## src/rtl/wb_pkg.sv

```systemverilog
package wb_pkg;

    // bus and line geometry
    localparam int ADDR_W      = 32;
    localparam int DATA_W      = 32;
    localparam int STRB_W      = DATA_W / 8;         // one strobe bit per byte lane
    localparam int LINE_W      = 128;                // 16 byte cache line
    localparam int LINE_BEATS  = LINE_W / DATA_W;    // beats per write-back burst
    localparam int BEAT_W      = $clog2(LINE_BEATS);

    // request queue
    localparam int QUEUE_DEPTH = 4;                  // also the credits after reset
    localparam int QPTR_W      = $clog2(QUEUE_DEPTH);

    // AXI burst size codes, bytes per beat
    localparam logic [2:0] AXI_SIZE_1 = 3'd0;
    localparam logic [2:0] AXI_SIZE_2 = 3'd1;
    localparam logic [2:0] AXI_SIZE_4 = 3'd2;

    // encoding shared with the data cache
    typedef enum logic [2:0] {
        BYTE = 3'b000,
        HALF = 3'b001,
        WORD = 3'b010,
        LINE = 3'b100
    } wr_type_e;

    // one write request, 167 bits
    // single stores carry their data in the low word
    typedef struct packed {
        logic [ADDR_W-1:0] addr;
        logic [LINE_W-1:0] data;
        logic [STRB_W-1:0] strb;   // ignored for LINE
        wr_type_e          wtype;
    } wr_req_t;

endpackage

```

## src/rtl/axi_wr_master.sv

```systemverilog
`timescale 1ns/10ps

module axi_wr_master (
    input  logic                        clock,
    input  logic                        reset,
    // request queue head
    input  logic                        head_valid_i,
    input  wb_pkg::wr_req_t             head_req_i,
    output logic                        head_pop_o,
    // AXI write address
    output logic [wb_pkg::ADDR_W-1:0]   awaddr_o,
    output logic [7:0]                  awlen_o,
    output logic [2:0]                  awsize_o,
    output logic                        awvalid_o,
    input  logic                        awready_i,
    // AXI write data
    output logic [wb_pkg::DATA_W-1:0]   wdata_o,
    output logic [wb_pkg::STRB_W-1:0]   wstrb_o,
    output logic                        wlast_o,
    output logic                        wvalid_o,
    input  logic                        wready_i,
    // AXI write response
    input  logic                        bvalid_i,
    output logic                        bready_o,
    output logic                        done_o
);
    import wb_pkg::*;

    typedef enum logic [1:0] {
        IDLE = 2'd0,
        ADDR = 2'd1,
        DATA = 2'd2,
        RESP = 2'd3
    } state_e;

    state_e              state_q;
    state_e              state_d;
    wr_req_t             req_q;        // request in flight, data shifts per beat
    logic [BEAT_W-1:0]   beat_q;
    logic [BEAT_W-1:0]   last_beat;
    logic                is_line;
    logic                w_fire;
    logic                done_q;

    assign is_line   = (req_q.wtype == LINE);
    assign last_beat = is_line ? BEAT_W'(LINE_BEATS - 1) : '0;
    assign w_fire    = wvalid_o && wready_i;

    // next state
    always_comb begin
        state_d = state_q;
        case (state_q)
            IDLE: if (head_valid_i) state_d = ADDR;
            ADDR: if (awready_i) state_d = DATA;
            DATA: if (w_fire && wlast_o) state_d = RESP;
            RESP: if (bvalid_i) state_d = IDLE;
            default: state_d = IDLE;
        endcase
    end

    // control state
    always_ff @(posedge clock) begin
        if (reset) begin
            state_q <= IDLE;
            beat_q  <= '0;
            done_q  <= 1'b0;
        end else begin
            state_q <= state_d;
            if (head_pop_o) begin
                beat_q <= '0;
            end else if (w_fire) begin
                beat_q <= beat_q + 1'b1;
            end
            done_q <= (state_q == RESP) && bvalid_i;   // pulse after B transfer
        end
    end

    // request copy, lowest word leaves first
    always_ff @(posedge clock) begin
        if (head_pop_o) begin
            req_q <= head_req_i;
        end else if (w_fire) begin
            req_q.data <= req_q.data >> DATA_W;
        end
    end

    assign head_pop_o = (state_q == IDLE) && head_valid_i;

    // address channel
    assign awvalid_o = (state_q == ADDR);
    assign awaddr_o  = req_q.addr;
    assign awlen_o   = is_line ? 8'(LINE_BEATS - 1) : 8'd0;

    always_comb begin
        case (req_q.wtype)
            BYTE:    awsize_o = AXI_SIZE_1;
            HALF:    awsize_o = AXI_SIZE_2;
            default: awsize_o = AXI_SIZE_4;   // word and line
        endcase
    end

    // data channel
    assign wvalid_o = (state_q == DATA);
    assign wdata_o  = req_q.data[DATA_W-1:0];
    assign wstrb_o  = is_line ? {STRB_W{1'b1}} : req_q.strb;
    assign wlast_o  = (state_q == DATA) && (beat_q == last_beat);

    // response channel
    assign bready_o = (state_q == RESP);
    assign done_o   = done_q;

    a_aw_hold : assert property (
        @(posedge clock) disable iff (reset)
        awvalid_o && !awready_i |=> awvalid_o && $stable(awaddr_o)
            && $stable(awlen_o) && $stable(awsize_o)
    ) else $error("AW changed before handshake");

    a_w_hold : assert property (
        @(posedge clock) disable iff (reset)
        wvalid_o && !wready_i |=> wvalid_o && $stable(wdata_o)
            && $stable(wstrb_o) && $stable(wlast_o)
    ) else $error("W changed before handshake");

    // last beat must agree with the burst length sent on AW
    a_wlast_on_final : assert property (
        @(posedge clock) disable iff (reset)
        wvalid_o |-> (wlast_o == (beat_q == awlen_o[BEAT_W-1:0]))
    ) else $error("wlast does not match awlen");

endmodule

```

## src/rtl/wr_req_queue.sv

```systemverilog
`timescale 1ns/10ps

module wr_req_queue (
    input  logic            clock,
    input  logic            reset,
    input  logic            push_i,
    input  wb_pkg::wr_req_t push_req_i,
    output logic            head_valid_o,
    output wb_pkg::wr_req_t head_req_o,
    input  logic            pop_i,
    output logic            credit_o
);
    import wb_pkg::*;

    wr_req_t             mem [QUEUE_DEPTH];   // entry storage
    logic [QPTR_W-1:0]   wr_ptr;
    logic [QPTR_W-1:0]   rd_ptr;
    logic [QPTR_W:0]     count;               // needs one extra bit for full
    logic                credit_q;
    logic                empty;
    logic                full;

    assign empty = (count == '0);
    assign full  = (count == QUEUE_DEPTH[QPTR_W:0]);

    // entry payload
    always_ff @(posedge clock) begin
        if (push_i) begin
            mem[wr_ptr] <= push_req_i;
        end
    end

    // pointers, occupancy and credit return
    always_ff @(posedge clock) begin
        if (reset) begin
            wr_ptr   <= '0;
            rd_ptr   <= '0;
            count    <= '0;
            credit_q <= 1'b0;
        end else begin
            if (push_i) begin
                wr_ptr <= wr_ptr + 1'b1;        // wraps at the power-of-two depth
            end
            if (pop_i) begin
                rd_ptr <= rd_ptr + 1'b1;
            end
            case ({push_i, pop_i})
                2'b10:   count <= count + 1'b1;
                2'b01:   count <= count - 1'b1;
                default: count <= count;        // both or neither
            endcase
            credit_q <= pop_i;                  // one credit per freed entry
        end
    end

    assign head_valid_o = !empty;
    assign head_req_o   = mem[rd_ptr];
    assign credit_o     = credit_q;

    // the producer must never overrun its credits
    a_no_push_when_full : assert property (
        @(posedge clock) disable iff (reset)
        full |-> !push_i
    ) else $error("push into full request queue");

    // the master may only pop what head_valid announced
    a_no_pop_when_empty : assert property (
        @(posedge clock) disable iff (reset)
        pop_i |-> !empty
    ) else $error("pop from empty request queue");

endmodule

```

## src/rtl/write_buffer_top.sv

```systemverilog
`timescale 1ns/10ps

module write_buffer_top (
    input  logic                        clock,
    input  logic                        reset,
    // cache side
    input  logic                        req_valid_i,
    input  logic [wb_pkg::ADDR_W-1:0]   req_addr_i,
    input  logic [wb_pkg::LINE_W-1:0]   req_data_i,
    input  logic [wb_pkg::STRB_W-1:0]   req_strb_i,
    input  wb_pkg::wr_type_e            req_type_i,
    output logic                        credit_o,
    output logic                        done_o,
    // AXI write address
    output logic [wb_pkg::ADDR_W-1:0]   awaddr_o,
    output logic [7:0]                  awlen_o,
    output logic [2:0]                  awsize_o,
    output logic                        awvalid_o,
    input  logic                        awready_i,
    // AXI write data
    output logic [wb_pkg::DATA_W-1:0]   wdata_o,
    output logic [wb_pkg::STRB_W-1:0]   wstrb_o,
    output logic                        wlast_o,
    output logic                        wvalid_o,
    input  logic                        wready_i,
    // AXI write response
    input  logic                        bvalid_i,
    output logic                        bready_o
);
    import wb_pkg::*;

    wr_req_t push_req;
    wr_req_t head_req;
    logic    head_valid;
    logic    head_pop;

    // cache fields into one request word
    assign push_req = '{
        addr:  req_addr_i,
        data:  req_data_i,
        strb:  req_strb_i,
        wtype: req_type_i
    };

    wr_req_queue wr_req_queue_inst (
        .clock        (clock),
        .reset        (reset),
        .push_i       (req_valid_i),
        .push_req_i   (push_req),
        .head_valid_o (head_valid),
        .head_req_o   (head_req),
        .pop_i        (head_pop),
        .credit_o     (credit_o)
    );

    axi_wr_master axi_wr_master_inst (
        .clock        (clock),
        .reset        (reset),
        .head_valid_i (head_valid),
        .head_req_i   (head_req),
        .head_pop_o   (head_pop),
        .awaddr_o     (awaddr_o),
        .awlen_o      (awlen_o),
        .awsize_o     (awsize_o),
        .awvalid_o    (awvalid_o),
        .awready_i    (awready_i),
        .wdata_o      (wdata_o),
        .wstrb_o      (wstrb_o),
        .wlast_o      (wlast_o),
        .wvalid_o     (wvalid_o),
        .wready_i     (wready_i),
        .bvalid_i     (bvalid_i),
        .bready_o     (bready_o),
        .done_o       (done_o)
    );

endmodule

```

## config.mk

```make
export PLATFORM = sky130hd
export DESIGN_NAME = write_buffer_top
export DESIGN_NICKNAME = d
export VERILOG_FILES = /design/src/rtl/wb_pkg.sv /design/src/rtl/axi_wr_master.sv /design/src/rtl/wr_req_queue.sv /design/src/rtl/write_buffer_top.sv
export SDC_FILE = /design/constraint.sdc
export NUM_CORES = 1
export LEC_CHECK = 0
export ABC_AREA = 1
export BUFFER_PORTS_ARGS = -buffer_cell sky130_fd_sc_hd__buf_2
export CORE_MARGIN = 1
export CORE_UTILIZATION = 40
export DETAILED_ROUTE_END_ITERATION = 12
export GPL_ROUTABILITY_DRIVEN = 0
export REMOVE_ABC_BUFFERS = 1
export SYNTH_ARGS = -nofsm -noshare
export SYNTH_HDL_FRONTEND = slang
export SYNTH_SLANG_ARGS = --single-unit
export TNS_END_PERCENT = 5
```

## constraint.sdc

```tcl
create_clock -name clock -period 4.5 [get_ports clock]
set_input_delay 0.9 -clock clock [delete_from_list [all_inputs] [get_ports clock]]
set_output_delay 0.9 -clock clock [all_outputs]
set_load 0.02 [all_outputs]
```

==> results of run 1 <==
-- registers in the layout (all words and copies together) (netlist names), 2 cells and up, named ones only --
name,count
axi_wr_master_inst.awaddr_o,32
wr_req_queue_inst.wr_ptr,2
axi_wr_master_inst.req_q,103
axi_wr_master_inst.beat_q,2
axi_wr_master_inst.wdata_o,32
wr_req_queue_inst.mem,668
wr_req_queue_inst.rd_ptr,2
axi_wr_master_inst.state_q,2
wr_req_queue_inst.count,3
-- layer usage --
metal / GRT usage (%) / part of all wire (%) / vias to the layer above
met5: 0 / 0.18 / -
met4: 6.511 / 2.1 / 22
met3: 3.839 / 5.1 / 126
met2: 29.65 / 50 / 418
met1: 22.42 / 43 / 9319
li1: - / - / 8771
-- cell usage in the layout (no fill, tap or decap), drive strengths merged, types with 2 or more instances in the layout --
master    netlist  final
clkinv          0     32
nand4           2      2
clkbuf         57     99
nand3           2      2
edfxtp        835    835
clkinvlp        0      5
buf           150    280
o21ai         341    341
or2             5      5
bufinv          0      9
inv            30     35
dfxtp          15     15
nor2          696    696
diode           0     17
a21oi          43     43
o22ai          40     40
conb            1      7
a31oi          97     97
nand2          17     17
ha             10     10
-- tightest hold or removal path: stages, from the launching register on --
cell and delay, ns:
dfxtp_1 0.30, inv_1 0.06, a21oi_1 0.07
-- worst min path at each step --
stage,startpoint,endpoint,slack (ns),cells after the start
final,wr_req_queue_inst.rd_ptr[1],flop,0.46,2
after global routing,req_data_i[53],wr_req_queue_inst.mem[0][60],0.45,1
after CTS,req_data_i[53],wr_req_queue_inst.mem[1][60],0.44,1
after detailed placement,wr_req_queue_inst.count[0],wr_req_queue_inst.count[0],0.46,1
after floorplan,wr_req_queue_inst.rd_ptr[1],flop,0.44,2
after global placement,wr_req_queue_inst.rd_ptr[1],flop,0.44,2
-- metrics by stage --
stage	instance area [sq um]	std cells	utilization, %	TNS, ns	total power (uW)
2_1_floorplan	31210	2145	-	-1742.96	14810
3_3_place_gp	34160	3475	42.96	0	16520
3_5_place_dp	34160	3475	42.96	0	16700
4_1_cts	36870	3625	46.36	0	23600
5_1_grt	36900	3640	46.41	0	24540
6_report	36910	3642	46.42	0	23340
-- report_power, final --
| group | switching [uW] | internal [uW] |
|---|---|---|
| sequential | 447 | 10500 |
| combinational | 4000 | 1510 |
| clock | 2880 | 4020 |
-- kinds of logic (layout without fill, tap and decap cells) --
logic type / count (synthesis) / in the layout
AOI/OAI and AO/OA: 521 / 521
xor gates and xnor gates: 1 / 1
adders and majority gates: 11 / 11
buffers and inverters: 237 / 460
DFF: 850 / 850
other: 1 / 24
and+or+nand+nor: 725 / 725
-- final cells by class --
type	count	area share, %
clock inverter	51	1.380
multi-input combinational	1265	15.52
inverter	30	0.4204
clock buffer	99	5.963
tap	1050	3.559
antenna	17	0.1153
timing repair buffer	280	4.271
sequential	850	68.77
==> flow_results.org, run 1 <==
** Floorplan
- Horizontal die dimension :: 286.4 um
- Row count :: 103
- The die covers 82020 sq um.
- After floorplanning, the core was sized to cover 79520 sq um.
- 258 I/O pins were placed.
- For this configuration, the core starts out at a cell density of 40.68%.
- In this run the vertical extent of the chip is 286.4 um.

** Setup path
- The critical path is of the flop to output port type.
- Startpoint types :: flop
- WP depth :: 6
- Max stage delay cell, worst path :: dfxtp_1
- The worst setup path is captured at an output port.
- Crit path launch :: axi_wr_master_inst.state_q[0]
- The startpoint identified for the worst register-to-register timing path is axi_wr_master_inst.state_q[0].
- Kind of cell adding the most delay to the critical path :: buffers and inverters
- Maximum fanout count along the critical path :: 6
- The critical path ends at wlast_o.
- In this run the register-to-register setup slack is 1.66 ns.
- Cell mode on critical path :: inv_1
- Counting both buffers and inverters, the worst setup path holds a total of 3.
- R2r worst-path depth :: 7
- Signal arrival time at the worst endpoint :: 1.94 ns
- On the worst path, the slowest cell contributes a delay of 0.33 ns.
- Required @ worst endpoint :: 3.60 ns
- Critical-path cell list :: inv_1 > ha_1 > inv_1 > a21oi_1 > and3_1 > buf_2
- The worst register-to-register path ends at axi_wr_master_inst.req_q[90].

** Yosys
- Count of synthesis-stage warnings from yosys :: 0
- In the synthesized netlist, the cells that appear most often are edfxtp_1 (835), nor2_1 (696), o21ai_0 (336).
- Library cell with the largest summed area after synthesis :: edfxtp_1
- The synthesized netlist devotes 8.637% of its cell area to compound gates.
- In this run, synthesis inferred 835 flip-flops with an integrated enable.
- Part of the Yosys area used for sequential elements :: 78.44%
- Distinct cell type count of the synthesized netlist :: 27
- Post-synthesis average cell area :: 13.79 sq um
- The most used flip-flop cell after synthesis is edfxtp_1.
- Summing the areas of all xor and xnor instances in the mapped netlist gives 0.02707% of the synthesized area.
- After Yosys synthesis, full adders, half adders and majority gates account for 0.4487% of the synthesized area.
- After synthesis the netlist holds a flip-flop and latch count of 850.
- Basic-gate share of the synthesized area counting and, or, nand and nor cells :: 8.494%
- The portion of synthesized area spent on multiplexers is 0%.
- Fraction of synthesized cell area taken by the top area cell type :: 77.51%
- Among all cell types in the netlist, the one instantiated most often is edfxtp_1.
- After synthesis, the largest family of logic cells by area is compound AO/OA/AOI/OAI gates.
- Top post-synthesis cells by area :: edfxtp_1 (78%), nor2_1 (8.1%), o21ai_0 (5.2%), a31oi_1 (1.9%), buf_4 (1.8%)
- Counting every instance in the synthesized netlist gives 2346.
- Post-synth ARST share :: 0%
- Cell area after synthesis :: 32350 sq um

** Clocking
- At the later pin of the worst-skew pair, clock insertion delay measures 0.63 ns.
- TritonCTS created 84 clock buffers.
- Maximum level of the CTS H-tree :: 3
- Clock slew at the register clock pins of the worst setup and hold paths :: 0.06 ns
- Number of post-CTS setup repair buffers :: 0
- Hold repair after CTS inserted 0 buffers.
- Clock tree from TritonCTS :: built
- Maximum count of clock buffers along a single path :: 3
- In this run, post-CTS repair resized a total of 0 instances.
- Clock tree synthesis found a total of 850 sinks.
- CTS root buffer :: clkbuf_16

** STA
- Worst Max-Slew Pin Slew :: 1.189 ns
- Setup repair after global routing left no endpoint under its margin.
- Clock skew on the completed layout was measured at 0.01912 ns.
- Setup violations remaining at the end of the flow were counted as 0.
- The number of endpoints with negative hold slack in the final report is 0.
- The clock period could shrink to 2.842 ns.
- Worst slew margin relative to its limit :: 20.76%
- The final number of max-transition violations is 0.
- Derived from the worst setup path, the maximum achievable clock frequency is 351.9 MHz.
- Final hold slack :: 0.4634 ns
- Setup slack after layout :: 1.658 ns
- Part of the cycle the worst path needs :: 63.15%

** Cells and area
- The final layout contains 2695 nets.
- The post-route netlist has 16.23% of its cells at a drive strength greater than 1.
- Sequential cell area :: 25380 sq um
- Summing all multi-input logic gate instances after layout gives 5729 sq um.
- Syn-to-layout area delta :: 14.09%
- After filler insertion, the fill cell instance count of the layout stands at 6838.

** Routing
- Iter 0 DRT Violations :: 1364
- Total wire length :: 72.65 mm
- Count of unresolved DRC violations after routing :: 0
- Detailed routing inserted a total of 18656 vias.
- Dividing the detail-routed wire length by the instance count gives 19.95 um.
- Via-to-Cell Ratio :: 5.122
- Once detail routing completed, the nets flagged for antenna violations numbered 0.
- Number of optimization iterations in the first detailed-route pass :: 5

** Status
- Outcome :: completed

** Hold path
- Min-delay worst type :: flop to flop

** GRT
- The via count of the first global-routing pass came to 18577.
- Initial antenna violation count :: 36
- The first global-routing pass estimated 110.1 mm of wire.
- Remaining global-route overflow :: 0
- Entering global routing, the biggest net connects 213 pins.
- Overall Global Routing Usage :: 17.64%

** Power
- In this run the power density over the cells is 632.4 nW/um^2.
- Worst ir drop on vdd :: 0.3759 mV
- Static leakage :: 0.01261 uW

** Placement
- Buffers added on ports :: 250
- Summed over all nets, the half-perimeter wirelength after detailed placement is 39.10 mm.
- Pre-CTS setup slack :: 1.660 ns

** Flow run
- Max-cap violations :: 0
No activity file was read; power rests on OpenSTA's default activity.
==> run 2: changes to the inputs <==
Settings changed: ABC_AREA 1 to 0.
Clock period 4.5 ns to 2.6 ns, I/O delays scaled along.
==> run 2 against run 1 <==
Effect of this change: non-clock buffer count increased by 25; flip-flop and latch count unchanged; clock skew increased by 0.0084 ns; total power increased by 75%.
==> flow_results.org, run 2 <==
** STA
- The final worst slack was 0.1648 ns (-1.493 ns).
- Worst Max-Slew Pin Slew :: 1.008 ns (-0.1802 ns)
- Worst clock skew :: 0.02750 ns (+0.008378 ns)
- The final number of max-transition violations was 0 (unchanged).
- The number of endpoints with negative hold slack in the final report came to 0 (unchanged).
- Worst slew margin relative to its limit :: 32.77% (+12 points)
- Clock period minus worst slack :: 2.435 ns
- The final-report setup violation count is 0 (unchanged).
- After layout, the worst path uses 93.66% of the clock period.
- For this run, the top clock speed supported by timing is 410.7 MHz.
- The setup TNS after final layout came to 0 ns (unchanged).
- Final hold slack :: 0.08815 ns (-0.3753 ns)
- Setup repair after global routing left no endpoint under its margin.

** Setup path
- The worst setup path is launched from a flop.
- The worst setup path is of the flop to output port kind.
- In this run the critical register-to-register path is captured at wr_req_queue_inst.count[2].
- The setup slack of the worst register-to-register path is 0.39 ns (-1.27 ns).
- The endpoint arrival time on the critical path is 1.92 ns (-0.02 ns).
- Setup crit end :: wlast_o
- The startpoint identified for the worst register-to-register timing path is axi_wr_master_inst.state_q[1].
- R2r worst-path depth :: 10 (+3)
- The endpoint required time on the critical path is 2.08 ns (-1.52 ns).
- Maximum fanout count along the critical path :: 9 (+3)
- STA classifies the critical path endpoint as an output port.
- Tracing the worst setup path back leads to its startpoint at axi_wr_master_inst.req_q[2].

** Power
- Worst ir drop on vdd :: 1.826 mV (+390%)
- The static leakage power is 0.01275 uW (+1.1%).
- Power Dens Cells :: 1096 nW/um^2 (+73%)

** Yosys
- The mux cell area share after synthesis was 11.85% (+12 points).
- Cell area after synthesis :: 31910 sq um (-1.3%)
- Top post-synthesis cells by area :: edfxtp_1 (79%), mux4_2 (12%), nand2_1 (3.4%), buf_4 (2.0%), dfxtp_1 (0.94%)
- The synthesized area per cell is 20.51 sq um (+49%).
- Distinct cell type count of the synthesized netlist :: 35 (+30%)
- The synthesized instance count came to 1556 (-34%).
- The total of warnings raised by yosys came to 0 (unchanged).
- The number of flops mapped to enable cells by yosys is 835 (unchanged).
- The post-synthesis adder-cell area fraction is 0.4548% (+0.0061 points).
- The area share of xor/xnor cells in the synthesized design came to 0.1921% (+0.17 points).
- Post-synth ARST share :: 0% (unchanged)
- Synthesized-area fraction occupied by ao, oa, aoi and oai cells :: 0.1372% (-8.5 points)
- By area, the combinational part of the netlist is dominated by multiplexers.
- Basic-gate share of the synthesized area counting and, or, nand and nor cells :: 4.705% (-3.8 points)
- Cell with the most instances after synthesis :: edfxtp_1
- Ranking of synthesized cells by instance count :: edfxtp_1 (835), nand2_1 (291), mux4_2 (167)
- Among all flip-flop cells after synthesis, the most frequent one is edfxtp_1.
- The number of storage elements in the synthesis netlist came to 850 (unchanged).
- The area fraction of the dominant cell type after synthesis came to 78.57% (+1.1 points).
- Part of the Yosys area used for sequential elements :: 79.51% (+1.1 points)
- The biggest area contributor in the post-synthesis netlist is edfxtp_1.

** Status
- Outcome :: completed

** GRT
- Remaining global-route overflow :: 0 (unchanged)
- The largest net degree at the start of global routing is 172 (-19%).
- Overall Global Routing Usage :: 15.47% (-2.2 points)
- Initial antenna violation count :: 15 (-58%)
- Vias in the first global route :: 16024 (-14%)
- The global-route wire length before repair is 94.99 mm (-14%).

** Cells and area
- The area used by sequential logic in the layout came to 25380 sq um (unchanged).
- The utilization after layout was 47.26% (+0.84 points).
- Leading cell types in the layout, fill and taps excluded :: edfxtp_1 (835), nand2_1 (290), buf_2 (250), mux4_2 (167), clkbuf_16 (92)
- The number of nets in the layout came to 2006 (-26%).
- The fraction of layout cells with a size suffix above 1 is 32.31% (+16 points).
- Post-layout instance area :: 37330 sq um (+1.1%)
- Leaving out fill and tap cells, the most frequent cell in the layout is edfxtp_1.
- Ranked by flip-flop count, first place goes to wr_req_queue_inst.mem.
- The final-layout fill cell count is 6572 (-3.9%).
- Registers with the most flip-flops :: wr_req_queue_inst.mem x668, axi_wr_master_inst.req_q x103
- The flip-flop count of the largest register after layout was 668 (unchanged).
- The area growth from synthesis to layout is 16.98%.
- Multi-input gate area in the final layout :: 5590 sq um (-2.4%)

** Floorplan
- The initial standard-cell utilization of the core came to 40.40% (-0.29 points).
- The total number of placement rows is 103 (unchanged).
- Die area :: 80920 sq um (-1.3%)
- The die height was 284.5 um (-0.67%).
- Core region area :: 79000 sq um (-0.65%)
- Count of pins on the block boundary :: 258 (unchanged)
- Horizontal die dimension :: 284.5 um (-0.67%)

** Flow run
- Max-cap violations :: 0 (unchanged)

** Routing
- Total wire length :: 61.58 mm (-15%)
- The remaining number of nets flagged by the antenna check after routing came to 0 (unchanged).
- Number of optimization iterations in the first detailed-route pass :: 4 (-1)
- The mean number of vias per cell was 4.946 (-3.4%).
- The via count was 14596 (-22%).
- The post-detailed-route DRC marker count is 0 (unchanged).
- WL/cell :: 20.87 um (+4.6%)
- The number of DRC violations after detailed-routing iteration 0 was 888 (-35%).

** Hold path
- The min-delay analysis places its worst path in the category input pin to flop.

** Clocking
- Maximum level of the CTS H-tree :: 3 (unchanged)
- Clock slew at the register clock pins of the worst setup and hold paths :: 0.06 ns (about the same)
- Clk sink count :: 850 (unchanged)
- The tree is rooted in a clkbuf_16.
- Number of post-CTS setup repair buffers :: 0 (unchanged)
- TritonCTS built the clock tree.
- The number of clock buffers inserted by TritonCTS came to 90 (+7.1%).
- Hold bufs inserted after CTS :: 0 (unchanged)
- The clock latency at the later pin of the worst-skew pair was 0.64 ns (about the same).
- The maximum root-to-sink buffer count is 3 (unchanged).

** Placement
- The minimum setup slack after placement is 0.3866 ns (-1.273 ns).
- The placed wire-length estimate is 34.14 mm (-13%).
- Buffers added on ports :: 250 (unchanged)
- The total cell area at the placement stage is 34380 sq um (+0.64%).
==> run 2: changes by cell type after synthesis, moves of 9 or more <==
cell and delta:
clkbuf_1 -39, o22ai_1 -40, and2_1 +36, inv_1 -14
buf_6 +10, buf_2 -48, o21ai_0 -335, mux4_2 +167
a31oi_1 -96, a21oi_1 -40, nor2_1 -685, buf_4 +9
nand2_1 +274
==> run 2: kinds of logic after synthesis <==
family / after synthesis
simple gates: 360
compound gates: 7
flops: 850
fa+ha+maj: 11
xor+xnor: 7
other cells: 1
mux: 169
buf+inv: 151
==> run 2: report_power, final <==
group	switching (uW)	internal [uW]
sequential	624	18100
clock	5170	7330
combinational	5880	3770
==> run 2: per-stage QoR <==
step                instances  power [uW]
floorplan                1425       23930
detailed placement       2780       29030
CTS                      2947       41680
global placement         2780       28850
finish                   2951       40900
global route             2949       43020
==> run 2: worst min-delay path by stage <==
stage	startpoint	end	slack (ns)	cells after the start
after floorplan	wr_req_queue_inst.count[2]	wr_req_queue_inst.count[2]	0.45	2
after global placement	wr_req_queue_inst.count[1]	wr_req_queue_inst.count[1]	0.49	2
after detailed placement	axi_wr_master_inst.req_q[117]	axi_wr_master_inst.req_q[85]	0.50	2
after CTS	req_addr_i[5]	wr_req_queue_inst.mem[2][140]	0.03	1
after global routing	req_addr_i[5]	wr_req_queue_inst.mem[2][140]	0.05	1
final	req_addr_i[4]	wr_req_queue_inst.mem[1][139]	0.09	1
==> run 2: layout make-up <==
| type | count | share of cell area, % |
|---|---|---|
| sequential | 850 | 67.99 |
| multi-input combinational | 561 | 14.97 |
| clock buffer | 111 | 6.358 |
| timing repair buffer | 305 | 5.463 |
| tap | 1050 | 3.519 |
| clock inverter | 56 | 1.515 |
| inverter | 14 | 0.1542 |
| antenna | 4 | 0.02681 |
==> run 2: what timing repair did <==
item | 4_1_cts | 5_1_grt
endpoints found under the hold margin | 0 | 0
gates resized for setup | 0 | 1
setup endpoints to repair | 0 | 1
==> run 2: routing by layer <==
layer / routed length [um] / share of wire [%] / global-route usage (%)
met4: 1141 / 1.9 / 4.973
met5: 174 / 0.28 / 0
met3: 3430 / 5.6 / 3.764
met1: 25370 / 41 / 19.17
met2: 31460 / 51 / 26.63
==> run 2: worst max-delay path, cell delays in order, from the launching register on <==
cell      delay, ns
edfxtp_1       0.38
nor3b_4        0.19
or3_2          0.41
a21oi_1        0.15
buf_2          0.18
